<file path="config.mk">
export PLATFORM = sky130hd
export DESIGN_NAME = decode_unit
export DESIGN_NICKNAME = d
export VERILOG_FILES = /design/src/logic/decode_pkg.sv /design/src/logic/rv_decoder.sv /design/src/logic/issue_fsm.sv /design/src/logic/div_timer.sv /design/src/logic/decode_stage.sv /design/src/logic/decode_unit.sv
export VERILOG_INCLUDE_DIRS = /design/src /design/src/include
export SDC_FILE = /design/constraint.sdc
export NUM_CORES = 1
export LEC_CHECK = 0
export ABC_AREA = 1
export BUFFER_PORTS_ARGS = -buffer_cell sky130_fd_sc_hd__buf_2
export CORE_AREA = 2 2 210 212
export DETAILED_ROUTE_END_ITERATION = 8
export DIE_AREA = 0 0 212 214
export PLACE_DENSITY = 0.56
export SYNTH_ARGS = -nofsm -noshare
export SYNTH_HDL_FRONTEND = slang
export SYNTH_SLANG_ARGS = --single-unit
</file>
<file path="constraint.sdc">
create_clock -name clock -period 3.3 [get_ports clock]
set_input_delay 0.99 -clock clock [delete_from_list [all_inputs] [get_ports clock]]
set_output_delay 0.99 -clock clock [all_outputs]
set_load 0.1 [all_outputs]
</file>
<file path="src/include/decode_consts.svh">
`ifndef DECODE_CONSTS_SVH
`define DECODE_CONSTS_SVH

// cycles the divider keeps execute busy.
`define DIV_CYCLES 4

`define CAUSE_ILLEGAL 4'd2
`define CAUSE_BREAK   4'd3
`define CAUSE_ECALL   4'd11 // machine mode ecall.

`define OPC_LOAD     7'b0000011
`define OPC_STORE    7'b0100011
`define OPC_OP       7'b0110011
`define OPC_OP_IMM   7'b0010011
`define OPC_LUI      7'b0110111
`define OPC_AUIPC    7'b0010111
`define OPC_JAL      7'b1101111
`define OPC_JALR     7'b1100111
`define OPC_BRANCH   7'b1100011
`define OPC_SYSTEM   7'b1110011
`define OPC_MISC_MEM 7'b0001111

`endif

</file>
<file path="src/logic/decode_pkg.sv">
package decode_pkg;

  typedef struct packed {
    logic        valid;
    logic [31:0] pc0;
    logic [31:0] instr0;
    logic [31:0] pc1;
    logic [31:0] instr1;
  } fetch_bundle_t;

  typedef enum logic [3:0] {
    ALU_ADD,
    ALU_SUB,
    ALU_SLL,
    ALU_SLT,
    ALU_SLTU,
    ALU_XOR,
    ALU_SRL,
    ALU_SRA,
    ALU_OR,
    ALU_AND,
    ALU_PASS, // forwards the immediate (lui).
    ALU_NOP
  } alu_op_t;

  typedef enum logic [2:0] {
    CLS_ALU,
    CLS_LOAD,
    CLS_STORE,
    CLS_BRANCH,
    CLS_JUMP,
    CLS_MULDIV,
    CLS_SYSTEM,
    CLS_NONE
  } op_class_t;

  typedef struct packed {
    logic        valid;
    op_class_t   op_class;
    alu_op_t     alu_op;
    logic        rden1;
    logic        rden2;
    logic        wren;
    logic        ecall;
    logic        ebreak;
    logic        is_div;
    logic [31:0] imm;
  } decoder_out_t;

  typedef struct packed {
    logic         valid;
    logic [31:0]  pc;
    logic [31:0]  npc;
    logic [31:0]  instr;
    logic [4:0]   waddr;
    logic [4:0]   raddr1;
    logic [4:0]   raddr2;
    decoder_out_t dec;
    logic         exception;
    logic [3:0]   ecause;
    logic [31:0]  etval;
  } decoded_instr_t;

  typedef struct packed {
    decoded_instr_t lane0;
    decoded_instr_t lane1;
  } decoded_pair_t;

  typedef struct packed {
    logic       rden1;
    logic       rden2;
    logic [4:0] raddr1;
    logic [4:0] raddr2;
  } reg_read_t;

  typedef enum logic [1:0] {
    ST_RUN,
    ST_DIV_WAIT,
    ST_FLUSH_RECOVER
  } issue_state_t;

endpackage

</file>
<file path="src/logic/rv_decoder.sv">
`timescale 1ns/1ps
`include "decode_consts.svh"

module rv_decoder (
  input  logic [31:0]              instr,
  output decode_pkg::decoder_out_t dec
);
  import decode_pkg::*;

  logic [6:0]  opcode;
  logic [2:0]  funct3;
  logic [6:0]  funct7;
  logic [31:0] imm_i;
  logic [31:0] imm_s;
  logic [31:0] imm_b;
  logic [31:0] imm_u;
  logic [31:0] imm_j;

  function automatic alu_op_t alu_from_funct3(input logic [2:0] f3, input logic alt);
    case (f3)
      3'd0: return alt ? ALU_SUB : ALU_ADD;
      3'd1: return ALU_SLL;
      3'd2: return ALU_SLT;
      3'd3: return ALU_SLTU;
      3'd4: return ALU_XOR;
      3'd5: return alt ? ALU_SRA : ALU_SRL;
      3'd6: return ALU_OR;
      default: return ALU_AND;
    endcase
  endfunction

  assign opcode = instr[6:0];
  assign funct3 = instr[14:12];
  assign funct7 = instr[31:25];

  assign imm_i = {{20{instr[31]}}, instr[31:20]};
  assign imm_s = {{20{instr[31]}}, instr[31:25], instr[11:7]};
  assign imm_b = {{19{instr[31]}}, instr[31], instr[7], instr[30:25], instr[11:8], 1'b0};
  assign imm_u = {instr[31:12], 12'd0};
  assign imm_j = {{11{instr[31]}}, instr[31], instr[19:12], instr[20], instr[30:21], 1'b0};

  always_comb begin
    dec = '0;
    dec.op_class = CLS_NONE;
    dec.alu_op = ALU_NOP;
    case (opcode)
      `OPC_LUI: begin
        dec.valid = 1'b1;
        dec.op_class = CLS_ALU;
        dec.alu_op = ALU_PASS;
        dec.wren = 1'b1;
        dec.imm = imm_u;
      end
      `OPC_AUIPC: begin
        dec.valid = 1'b1;
        dec.op_class = CLS_JUMP; // pc relative, handled next to the jumps.
        dec.alu_op = ALU_ADD;
        dec.wren = 1'b1;
        dec.imm = imm_u;
      end
      `OPC_JAL: begin
        dec.valid = 1'b1;
        dec.op_class = CLS_JUMP;
        dec.alu_op = ALU_ADD;
        dec.wren = 1'b1;
        dec.imm = imm_j;
      end
      `OPC_JALR: begin
        dec.valid = (funct3 == 3'd0);
        dec.op_class = CLS_JUMP;
        dec.alu_op = ALU_ADD;
        dec.rden1 = 1'b1;
        dec.wren = 1'b1;
        dec.imm = imm_i;
      end
      `OPC_BRANCH: begin
        dec.valid = (funct3 != 3'd2) && (funct3 != 3'd3);
        dec.op_class = CLS_BRANCH;
        dec.rden1 = 1'b1;
        dec.rden2 = 1'b1;
        dec.imm = imm_b;
      end
      `OPC_LOAD: begin
        dec.valid = (funct3 != 3'd3) && (funct3 != 3'd6) && (funct3 != 3'd7);
        dec.op_class = CLS_LOAD;
        dec.alu_op = ALU_ADD;
        dec.rden1 = 1'b1;
        dec.wren = 1'b1;
        dec.imm = imm_i;
      end
      `OPC_STORE: begin
        dec.valid = (funct3 <= 3'd2);
        dec.op_class = CLS_STORE;
        dec.alu_op = ALU_ADD;
        dec.rden1 = 1'b1;
        dec.rden2 = 1'b1;
        dec.imm = imm_s;
      end
      `OPC_OP_IMM: begin
        dec.op_class = CLS_ALU;
        dec.alu_op = alu_from_funct3(funct3, (funct3 == 3'd5) && instr[30]);
        dec.rden1 = 1'b1;
        dec.wren = 1'b1;
        dec.imm = imm_i;
        if (funct3 == 3'd1) begin
          dec.valid = (funct7 == 7'b0000000);
        end else if (funct3 == 3'd5) begin
          dec.valid = (funct7 == 7'b0000000) || (funct7 == 7'b0100000);
        end else begin
          dec.valid = 1'b1;
        end
      end
      `OPC_OP: begin
        dec.rden1 = 1'b1;
        dec.rden2 = 1'b1;
        dec.wren = 1'b1;
        if (funct7 == 7'b0000001) begin
          dec.valid = 1'b1;
          dec.op_class = CLS_MULDIV;
          dec.is_div = funct3[2]; // div, divu, rem, remu.
        end else begin
          dec.valid = (funct7 == 7'b0000000) ||
                      ((funct7 == 7'b0100000) && ((funct3 == 3'd0) || (funct3 == 3'd5)));
          dec.op_class = CLS_ALU;
          dec.alu_op = alu_from_funct3(funct3, instr[30]);
        end
      end
      `OPC_MISC_MEM: begin
        dec.valid = (funct3 == 3'd0); // fence only, behaves as a nop here.
      end
      `OPC_SYSTEM: begin
        dec.op_class = CLS_SYSTEM;
        dec.ecall = (instr == 32'h0000_0073);
        dec.ebreak = (instr == 32'h0010_0073);
        dec.valid = dec.ecall || dec.ebreak; // no csr support.
      end
      default: begin
        dec.valid = 1'b0;
      end
    endcase
  end

endmodule

</file>
<file path="src/logic/issue_fsm.sv">
`timescale 1ns/1ps

module issue_fsm (
  input  logic clock,
  input  logic reset,
  input  logic div_issued,
  input  logic flush,
  input  logic timer_done,
  output logic timer_start,
  output logic timer_clear,
  output logic hold
);
  import decode_pkg::*;

  issue_state_t state;
  issue_state_t state_next;

  always_comb begin
    state_next = state;
    case (state)
      ST_RUN: begin
        if (div_issued) begin
          state_next = ST_DIV_WAIT;
        end
      end
      ST_DIV_WAIT: begin
        if (timer_done) begin
          state_next = ST_RUN;
        end
      end
      default: begin
        state_next = ST_RUN;
      end
    endcase
    if (flush) begin
      state_next = ST_FLUSH_RECOVER; // flush wins over everything.
    end
  end

  always_ff @(posedge clock) begin
    if (!reset) begin
      state <= ST_RUN;
    end else begin
      state <= state_next;
    end
  end

  assign timer_start = (state == ST_RUN) && div_issued && !flush;
  assign timer_clear = flush || (state == ST_FLUSH_RECOVER);
  assign hold = (state != ST_RUN);

endmodule

</file>
<file path="src/logic/div_timer.sv">
`timescale 1ns/1ps
`include "decode_consts.svh"

module div_timer (
  input  logic clock,
  input  logic reset,
  input  logic start,
  input  logic clear,
  output logic done
);
  localparam int CW = $clog2(`DIV_CYCLES + 1);

  logic [CW-1:0] count;

  always_ff @(posedge clock) begin
    if (!reset) begin
      count <= '0;
    end else if (clear) begin
      count <= '0;
    end else if (start) begin
      count <= CW'(`DIV_CYCLES);
    end else if (count != '0) begin
      count <= count - 1'b1;
    end
  end

  assign done = (count == CW'(1)); // last cycle of the window.

endmodule

</file>
<file path="src/logic/decode_stage.sv">
`timescale 1ns/1ps
`include "decode_consts.svh"

module decode_stage (
  input  logic                      clock,
  input  logic                      reset,
  input  decode_pkg::fetch_bundle_t fetch,
  input  logic                      flush,
  input  decode_pkg::decoder_out_t  dec0,
  input  decode_pkg::decoder_out_t  dec1,
  input  logic                      hold,
  output logic [31:0]               instr0,
  output logic [31:0]               instr1,
  output decode_pkg::decoded_pair_t issue,
  output logic                      div_issued,
  output logic                      fetch_stall,
  output decode_pkg::reg_read_t     rd_req0,
  output decode_pkg::reg_read_t     rd_req1
);
  import decode_pkg::*;

  decoded_pair_t next_pair;
  logic          load_use;
  logic          consume;

  function automatic decoded_instr_t build_lane(input logic [31:0] pc,
                                                input logic [31:0] instr,
                                                input decoder_out_t dec);
    decoded_instr_t lane;
    lane = '0;
    lane.pc = pc;
    lane.npc = pc + ((instr[1:0] == 2'b11) ? 32'd4 : 32'd2); // compressed steps by 2.
    lane.instr = instr;
    lane.waddr = instr[11:7];
    lane.raddr1 = instr[19:15];
    lane.raddr2 = instr[24:20];
    lane.dec = dec;
    return lane;
  endfunction

  function automatic logic reads_reg(input reg_read_t req, input logic [4:0] addr);
    return (req.rden1 && (req.raddr1 == addr)) || (req.rden2 && (req.raddr2 == addr));
  endfunction

  assign instr0 = fetch.instr0;
  assign instr1 = fetch.instr1;

  always_comb begin
    next_pair.lane0 = build_lane(fetch.pc0, fetch.instr0, dec0);
    next_pair.lane1 = build_lane(fetch.pc1, fetch.instr1, dec1);
    next_pair.lane0.valid = fetch.valid;
    next_pair.lane1.valid = fetch.valid && dec1.valid && (dec1.op_class == CLS_ALU);
    if (!dec0.valid) begin
      next_pair.lane0.exception = 1'b1;
      next_pair.lane0.ecause = `CAUSE_ILLEGAL;
      next_pair.lane0.etval = fetch.instr0;
    end else if (dec0.ebreak) begin
      next_pair.lane0.exception = 1'b1;
      next_pair.lane0.ecause = `CAUSE_BREAK;
      next_pair.lane0.etval = fetch.instr0;
    end else if (dec0.ecall) begin
      next_pair.lane0.exception = 1'b1;
      next_pair.lane0.ecause = `CAUSE_ECALL;
      next_pair.lane0.etval = fetch.instr0;
    end
  end

  always_comb begin
    rd_req0.rden1 = dec0.rden1;
    rd_req0.rden2 = dec0.rden2;
    rd_req0.raddr1 = fetch.instr0[19:15];
    rd_req0.raddr2 = fetch.instr0[24:20];
    rd_req1.rden1 = dec1.rden1;
    rd_req1.rden2 = dec1.rden2;
    rd_req1.raddr1 = fetch.instr1[19:15];
    rd_req1.raddr2 = fetch.instr1[24:20];
  end

  // issued load against either fetch lane; x0 never hazards.
  assign load_use = fetch.valid && issue.lane0.valid && (issue.lane0.dec.op_class == CLS_LOAD) &&
                    (issue.lane0.waddr != 5'd0) &&
                    (reads_reg(rd_req0, issue.lane0.waddr) ||
                     reads_reg(rd_req1, issue.lane0.waddr));

  assign fetch_stall = hold || load_use;
  assign consume = fetch.valid && !fetch_stall;
  assign div_issued = consume && !flush && dec0.is_div;

  always_ff @(posedge clock) begin
    if (!reset) begin
      issue <= '0;
    end else if (flush || !consume) begin
      issue <= '0; // bubble.
    end else begin
      issue <= next_pair;
    end
  end

endmodule

</file>
<file path="src/logic/decode_unit.sv">
`timescale 1ns/1ps

module decode_unit (
  input  logic                      clock,
  input  logic                      reset,
  input  decode_pkg::fetch_bundle_t fetch,
  input  logic                      flush,
  output decode_pkg::decoded_pair_t issue,
  output logic                      fetch_stall,
  output decode_pkg::reg_read_t     rd_req0,
  output decode_pkg::reg_read_t     rd_req1
);
  import decode_pkg::*;

  logic [31:0]  instr0;
  logic [31:0]  instr1;
  decoder_out_t dec0;
  decoder_out_t dec1;
  logic         hold;
  logic         div_issued;
  logic         timer_start;
  logic         timer_clear;
  logic         timer_done;

  decode_stage u_stage (
    .clock       (clock),
    .reset       (reset),
    .fetch       (fetch),
    .flush       (flush),
    .dec0        (dec0),
    .dec1        (dec1),
    .hold        (hold),
    .instr0      (instr0),
    .instr1      (instr1),
    .issue       (issue),
    .div_issued  (div_issued),
    .fetch_stall (fetch_stall),
    .rd_req0     (rd_req0),
    .rd_req1     (rd_req1)
  );

  rv_decoder u_dec0 (
    .instr (instr0),
    .dec   (dec0)
  );

  // lane 1 shares the full decoder, the stage keeps only alu ops.
  rv_decoder u_dec1 (
    .instr (instr1),
    .dec   (dec1)
  );

  issue_fsm u_fsm (
    .clock       (clock),
    .reset       (reset),
    .div_issued  (div_issued),
    .flush       (flush),
    .timer_done  (timer_done),
    .timer_start (timer_start),
    .timer_clear (timer_clear),
    .hold        (hold)
  );

  div_timer u_timer (
    .clock (clock),
    .reset (reset),
    .start (timer_start),
    .clear (timer_clear),
    .done  (timer_done)
  );

endmodule

</file>
==> results of run 1 <==
## synthesized netlist by cell type, drive strengths merged
library cell | n | area (um^2)
nor2 | 346 | 1333
dfxtp | 324 | 6486
nand2 | 222 | 848.3
inv | 218 | 818.3
buf | 131 | 944.7
nor3 | 80 | 416.7
nand4 | 65 | 412.9
nand3 | 57 | 300.3
a21oi | 54 | 270.3
o21ai | 33 | 168.9
xor2 | 18 | 157.7
nor4 | 14 | 87.58
or2 | 10 | 62.56
xnor2 | 9 | 78.83
clkbuf | 8 | 31.28
ha | 7 | 87.58
a22oi | 6 | 45.04
nand3b | 3 | 22.52
o22ai | 3 | 18.77
a31oi | 2 | 12.51
and3 | 2 | 12.51
fa | 2 | 40.04
o2111ai | 2 | 17.52
a21o | 1 | 7.510
a221oi | 1 | 8.760
clkinv | 1 | 3.750
conb | 1 | 3.750
o211ai | 1 | 7.510
o21a | 1 | 7.510
o31ai | 1 | 7.510
or3 | 1 | 6.260
## kinds of logic (layout without fill, tap and decap cells)
group                      after synthesis  in the layout  share of synthesized area [%]
DFF                                    324            324                          50.97
AOI/OAI and AO/OA                      105            105                          4.493
and+or+nand+nor                        800            800                          27.52
other                                    1             39                        0.02947
buffers and inverters                  358            907                          14.13
xor gates and xnor gates                27             27                          1.858
adders and majority gates                9              9                          1.003
## sequential cells by signal (all words and copies together), names as in the netlist
signal / cells
u_timer.count: 3
u_fsm.state: 2
u_stage.issue: 319
## final cells by class
class / count / area, um^2 / area share (%)
sequential: 324 / 6495 / 36.80
multi-input combinational: 979 / 4807 / 27.24
timing repair buffer: 629 / 3636 / 20.60
clock buffer: 51 / 1089 / 6.168
inverter: 219 / 845.8 / 4.792
tap: 585 / 732.0 / 4.147
clock inverter: 8 / 42.54 / 0.2410
antenna: 1 / 2.502 / 0.01418
## through the flow
stage | total power, uW | setup TNS, ns | util, %
2_1_floorplan | 5353 | -0.7926 | -
3_3_place_gp | 5722 | -1.423 | 37.63
3_5_place_dp | 5726 | -3.171 | 37.63
4_1_cts | 9638 | -0.009255 | 40.91
5_1_grt | 9901 | -0.1123 | 41.15
6_report | 9527 | -0.02560 | 41.15
## worst reg2reg max path, stage by stage (launching register included)
cell     delay, ns
dfxtp_2       0.51
inv_1         0.11
buf_4         0.17
nand2_1       0.08
a21oi_2       0.08
nand3_2       0.08
nand2_2       0.08
nor2_4        0.09
buf_4         0.10
buf_4         0.09
buf_4         0.10
nor2_4        0.05
nor2_8        0.24
buf_4         0.25
nand4_1       0.48
nand2_1       0.21
## repair_timing
item,in CTS,in global routing
setup buffers,13,6
pin swaps,20,20
gates resized for setup,47,15
gates cloned,0,0
setup endpoints to repair,1,1
## layer usage
metal | global-route usage [%] | vias to the layer above | part of all wire [%]
met4 | 6.268 | 0 | 2.6
met5 | 0 | - | 0
met1 | 24.49 | 5829 | 42
li1 | - | 6100 | -
met2 | 35.19 | 518 | 48
met3 | 4.853 | 74 | 7.4
## power groups by stage
stage	sequential, uW	combinational [uW]	clock (uW)
after CTS	4010	1660	3970
after floorplan	4620	728	0
after detailed placement	4100	1630	0
after global placement	4100	1620	0
final	4010	1660	3850
after global routing	4020	1740	4140
## worst min path at each step
stage / startpoint / to / slack, ns / cells past startpoint
floorplan: u_fsm.state[0] / u_fsm.state[0] / 0.47 / 2
global placement: u_fsm.state[0] / u_fsm.state[0] / 0.49 / 2
detailed placement: u_fsm.state[0] / u_fsm.state[0] / 0.51 / 2
CTS: u_fsm.state[0] / u_fsm.state[0] / 0.51 / 2
global route: u_fsm.state[0] / u_fsm.state[0] / 0.54 / 2
finish: u_fsm.state[0] / u_fsm.state[0] / 0.51 / 2
==> flow_metrics.py, run 1 <==
metrics = {
    "min_path": {
        "hp-class": "flip-flop to flip-flop",
    },
    "placed_design": {
        "place.gp.congestion": 0.9233,
        "dp.cells": 2717,
        "placed_area_um2": 16140,
        "post-place-ws_ns": -0.2459,
        "port_buffers": 508,
        "hpwl_um": 37710,
    },
    "clocking": {
        "cts_hold_buffers": 0,
        "clk_pin_slew_ns": 0.06,
        "clk_latency_ns": 0.53,
        "cts_made_buffers": 35,
        "cts-root-buf": "clkbuf_16",
        "cts_tree": "done",
        "clk_path_buf_depth": 3,
        "clock-sinks": 324,
        "cts_max_level": 2,
    },
    "worst_setup_path": {
        "crit_path_top_delay_cell": "o211ai_1",
        "critPathLaunchType": "input pin",
        "path_buf_inv": 4,
        "timing.rr.end": "u_stage.issue[59]",
        "reg2reg_depth": 15,
        "critPathRequiredTime_ns": 2.31,
        "end_kind": "primary output",
        "slowest_delay_ns": 0.21,
        "timing.rr.start": "u_stage.issue[290]",
        "crit_start": "fetch[3]",
        "critPathTopFamily": "simple AND/OR/NAND/NOR gates",
        "endpoint": "fetch_stall",
        "ff2ff_setup_slack_ns": 0.52,
        "path_class": "input pin to primary output",
        "path_max_fanout": 4,
        "crit_chain": "buf_6 > clkinvlp_4 > nand2_2 > nor2_4 > nand2_2 > nand3_2 > nand2_2 > nand2_2 > nor2_4 > o211ai_1 > buf_4 > buf_12",
        "crit_top_cell": "nand2_2",
        "cp.depth": 12,
        "critPathArrivalTime_ns": 2.34,
    },
    "synth": {
        "seq_area_frac_synth_pct": 50.97,
        "syn-instance-count": 1624,
        "synthesis.area_um2": 12730,
        "yosysWarnings": 0,
        "synth_seq_cells": 324,
        "synth_area_per_cell_um2": 7.836,
        "synth_cell_types": 45,
    },
    "power": {
        "p_int_uw": 6562,
        "p_leak_uw": 0.009437,
        "seq_power_share_pct": 42.1,
        "swShare_pct": 31.12,
        "switchingPower_uw": 2965,
        "comb_power_share_pct": 17.4,
        "p_clk_share_pct": 40.4,
        "powerDensity_nw_per_um2": 539.8,
        "ir_worst_vdd_uv": 363.6,
    },
    "die": {
        "die_area_um2": 45370,
        "initial_core_util_pct": 29.67,
        "die_y_um": 214,
        "chipWidth_um": 212,
        "io_pins": 547,
        "core.rowCount": 76,
        "coreArea_um2": 42890,
    },
    "route": {
        "ant_nets": 0,
        "drt_iter0_drc": 703,
        "via_per_inst": 4.478,
        "vias": 12520,
        "wirelength_um": 47190,
        "dr.pass1.iters": 5,
        "drcViolationCount": 0,
        "wire_per_inst_um": 16.88,
    },
    "sta": {
        "finalSetupViolations": 1,
        "rsz0062_at_grt": "true",
        "fmax_ghz": 0.3007,
        "report.final.slew_viol_count": 0,
        "fin_ws_ns": -0.02560,
        "timing.slew.headroom_pct": 41.51,
        "min_period_over_period_pct": 100.8,
        "worst-slew-pin-transition_ns": 0.8682,
        "timing.hold.ws_ns": 0.5131,
        "period_minus_slack_ns": 3.326,
        "hold_viol_final": 0,
        "finalClockSkew_ns": 0.009639,
    },
    "global_routing": {
        "first_global_vias": 12530,
        "grt_antenna_before_repair": 1,
        "grt-ovfl-total": 0,
        "grt_pass1_wl_um": 71260,
        "grt_max_degree": 67,
        "track_usage_pct": 20.24,
    },
    "final_layout": {
        "num-fill-cells": 4439,
        "layout_commonest_cell": "buf_2",
        "final_cell_mix": "buf_2 (493), nor2_1 (332), dfxtp_1 (319)",
        "fin_cells": 2796,
        "syn2layout_area_growth_pct": 38.69,
        "drive_gt1_share_pct": 34.21,
        "fin_area_um2": 17650,
        "nets": 2329,
    },
    "flow_run": {
        "cap_violations": 0,
    },
    "status": {
        "outcome": "finished with violations",
        "violations": "setup timing",
    },
}
Note: power is estimated with default switching activity, not from simulation.
==> inputs of run 2 (changes only) <==
==> constraint.sdc (replaced) <==
create_clock -name clock -period 3.2 [get_ports clock]
set_input_delay 0.96 -clock clock [delete_from_list [all_inputs] [get_ports clock]]
set_output_delay 0.96 -clock clock [all_outputs]
set_load 0.1 [all_outputs]
==> run 2 against run 1 <==
  * The flow still finishes with violations (setup timing)
  * Critical path depth unchanged
  * Clock skew up 0.0088 ns
  * Non-clock buffer count increased by 6
  * Worst setup slack better by 0.012 ns
  * Largest power group unchanged
==> flow_metrics.py, run 2 (synthesis results as in run 1) <==
metrics = {
    "status": {
        "outcome": "finished with violations",
        "violations": "setup timing",
    },
    "placed_design": {
        "place.gp.congestion": 0.9096,
        "port_buffers": 508,
        "hpwl_um": 37970,
        "placed_area_um2": 16240,
    },
    "global_routing": {
        "grt_max_degree": 52,
        "grt_pass1_wl_um": 70930,
        "grt_antenna_before_repair": 2,
        "grt-ovfl-total": 0,
        "first_global_vias": 12380,
        "track_usage_pct": 20.31,
    },
    "route": {
        "dr.pass1.iters": 5,
        "wire_per_inst_um": 16.90,
        "ant_nets": 0,
        "vias": 12570,
        "drt_iter0_drc": 693,
        "wirelength_um": 47350,
        "via_per_inst": 4.486,
        "drcViolationCount": 0,
    },
    "worst_setup_path": {
        "critPathArrivalTime_ns": 2.25,
        "crit_top_cell": "nand2_2",
        "endpoint": "fetch_stall",
        "cp.depth": 12,
        "slowest_delay_ns": 0.18,
        "end_kind": "primary output",
        "path_class": "input pin to primary output",
        "reg2reg_depth": 12,
        "critPathLaunchType": "input pin",
        "timing.rr.start": "u_stage.issue[290]",
        "crit_path_top_delay_cell": "o211ai_1",
        "path_max_fanout": 4,
        "critPathRequiredTime_ns": 2.24,
        "crit_chain": "buf_4 > inv_2 > nand3_2 > inv_2 > nand2_2 > nand4_4 > nand2_2 > nand2_2 > nor2_2 > o211ai_1 > buf_4 > buf_12",
        "timing.rr.end": "u_stage.issue[251]",
        "critPathTopFamily": "buffers and inverters",
        "crit_start": "fetch[68]",
        "ff2ff_setup_slack_ns": 0.77,
        "path_buf_inv": 5,
    },
    "final_layout": {
        "largest_registers": "u_stage.issue: 319 flops, u_timer.count: 3 flops, u_fsm.state: 2 flops",
        "regMostFlops": "u_stage.issue",
        "largest_reg_flops": 319,
        "final_util_pct": 41.21,
        "drive_gt1_share_pct": 34.12,
        "nets": 2336,
        "num_antenna_cells": 0,
        "final_cell_mix": "buf_2 (494), nor2_1 (332), dfxtp_1 (319)",
        "fin_area_um2": 17670,
        "syn2layout_area_growth_pct": 38.87,
        "layout_commonest_cell": "buf_2",
    },
    "clocking": {
        "cts_made_buffers": 36,
        "cts_tree": "done",
        "clk_latency_ns": 0.54,
        "clock-sinks": 324,
        "cts_max_level": 2,
        "clk_pin_slew_ns": 0.06,
        "clk_path_buf_depth": 3,
        "cts-root-buf": "clkbuf_16",
    },
    "sta": {
        "report.final.slew_viol_count": 0,
        "timing.slew.headroom_pct": 39.98,
        "period_minus_slack_ns": 3.214,
        "fmax_ghz": 0.3111,
        "rsz0062_at_grt": "true",
        "hold_viol_final": 0,
        "finalSetupViolations": 1,
        "fin_ws_ns": -0.01394,
        "min_period_over_period_pct": 100.4,
        "worst-slew-pin-transition_ns": 0.8909,
        "finalClockSkew_ns": 0.01849,
    },
    "die": {
        "coreArea_um2": 42890,
        "initial_core_util_pct": 29.67,
        "core.rowCount": 76,
        "io_pins": 547,
        "die_area_um2": 45370,
        "die_y_um": 214,
        "chipWidth_um": 212,
    },
    "power": {
        "p_leak_uw": 0.009462,
        "ir_worst_vdd_uv": 393.9,
        "powerDensity_nw_per_um2": 562.7,
    },
    "min_path": {
        "hp-class": "flip-flop to flip-flop",
        "hold_depth": 2,
    },
    "flow_run": {
        "cap_violations": 0,
    },
}
run 2: stage by stage:
step / cells / TNS, ns / worst slack, ns / hold slack [ns] / total power (uW)
floorplan: 1661 / -0.8326 / -0.8326 / 0.4686 / 5520
global placement: 2729 / -2.191 / -0.2331 / 0.4861 / 5910
detailed placement: 2729 / -4.561 / -0.2654 / 0.5034 / 5914
CTS: 2801 / -0.02456 / -0.02456 / 0.5109 / 10050
global route: 2801 / -0.1175 / -0.1175 / 0.5403 / 10300
finish: 2801 / -0.01394 / -0.01394 / 0.5143 / 9944
run 2: tightest hold or removal path: cells and delay by family, from the launching register on:
family	cells	cell delay [ns]
buffers and inverters	1	0.07
DFF	1	0.33
AOI/OAI and AO/OA	1	0.06
run 2: how the worst min path moves through the flow:
stage                   start             end  slack, ns
2_1_floorplan  u_fsm.state[0]  u_fsm.state[0]       0.47
4_1_cts        u_fsm.state[0]  u_fsm.state[0]       0.51
3_3_place_gp   u_fsm.state[0]  u_fsm.state[0]       0.49
6_report       u_fsm.state[0]  u_fsm.state[0]       0.51
3_5_place_dp   u_fsm.state[0]  u_fsm.state[0]       0.50
5_1_grt        u_fsm.state[0]  u_fsm.state[0]       0.54
run 2: report_power, final:
group	switching, uW	total (uW)	internal [uW]
registers	29.7	4140	4110
clock network	1640	4090	2450
logic	1400	1720	313
total	3070	9940	6870
run 2: cell type report:
cell class	count	area (um^2)
Tap cell	585	732.0
Multi-Input combinational cell	979	4772
Clock buffer	52	1062
Clock inverter	7	87.58
Inverter	219	835.8
Timing Repair Buffer	635	3682
Fill cell	4446	25210
Sequential cell	324	6500
run 2: metal layers:
| layer | share of wire (%) | up-vias | wire length [um] | track usage (%) |
|---|---|---|---|---|
| met5 | 0.057 | - | 27 | 0 |
| met4 | 2.8 | 4 | 1332 | 6.737 |
| met3 | 7.1 | 73 | 3361 | 4.735 |
| met2 | 48 | 521 | 22780 | 35.03 |
| met1 | 42 | 5851 | 19850 | 24.73 |
| li1 | - | 6117 | - | - |
run 2: repair_timing:
item | 4_1_cts | 5_1_grt
hold endpoints to repair | 0 | 0
gates resized for setup | 48 | 2
cloned | 0 | 0
buffers inserted | 13 | 0
endpoints found under the setup margin | 1 | 1
hold buffers | 0 | 0
pin swaps | 20 | 0
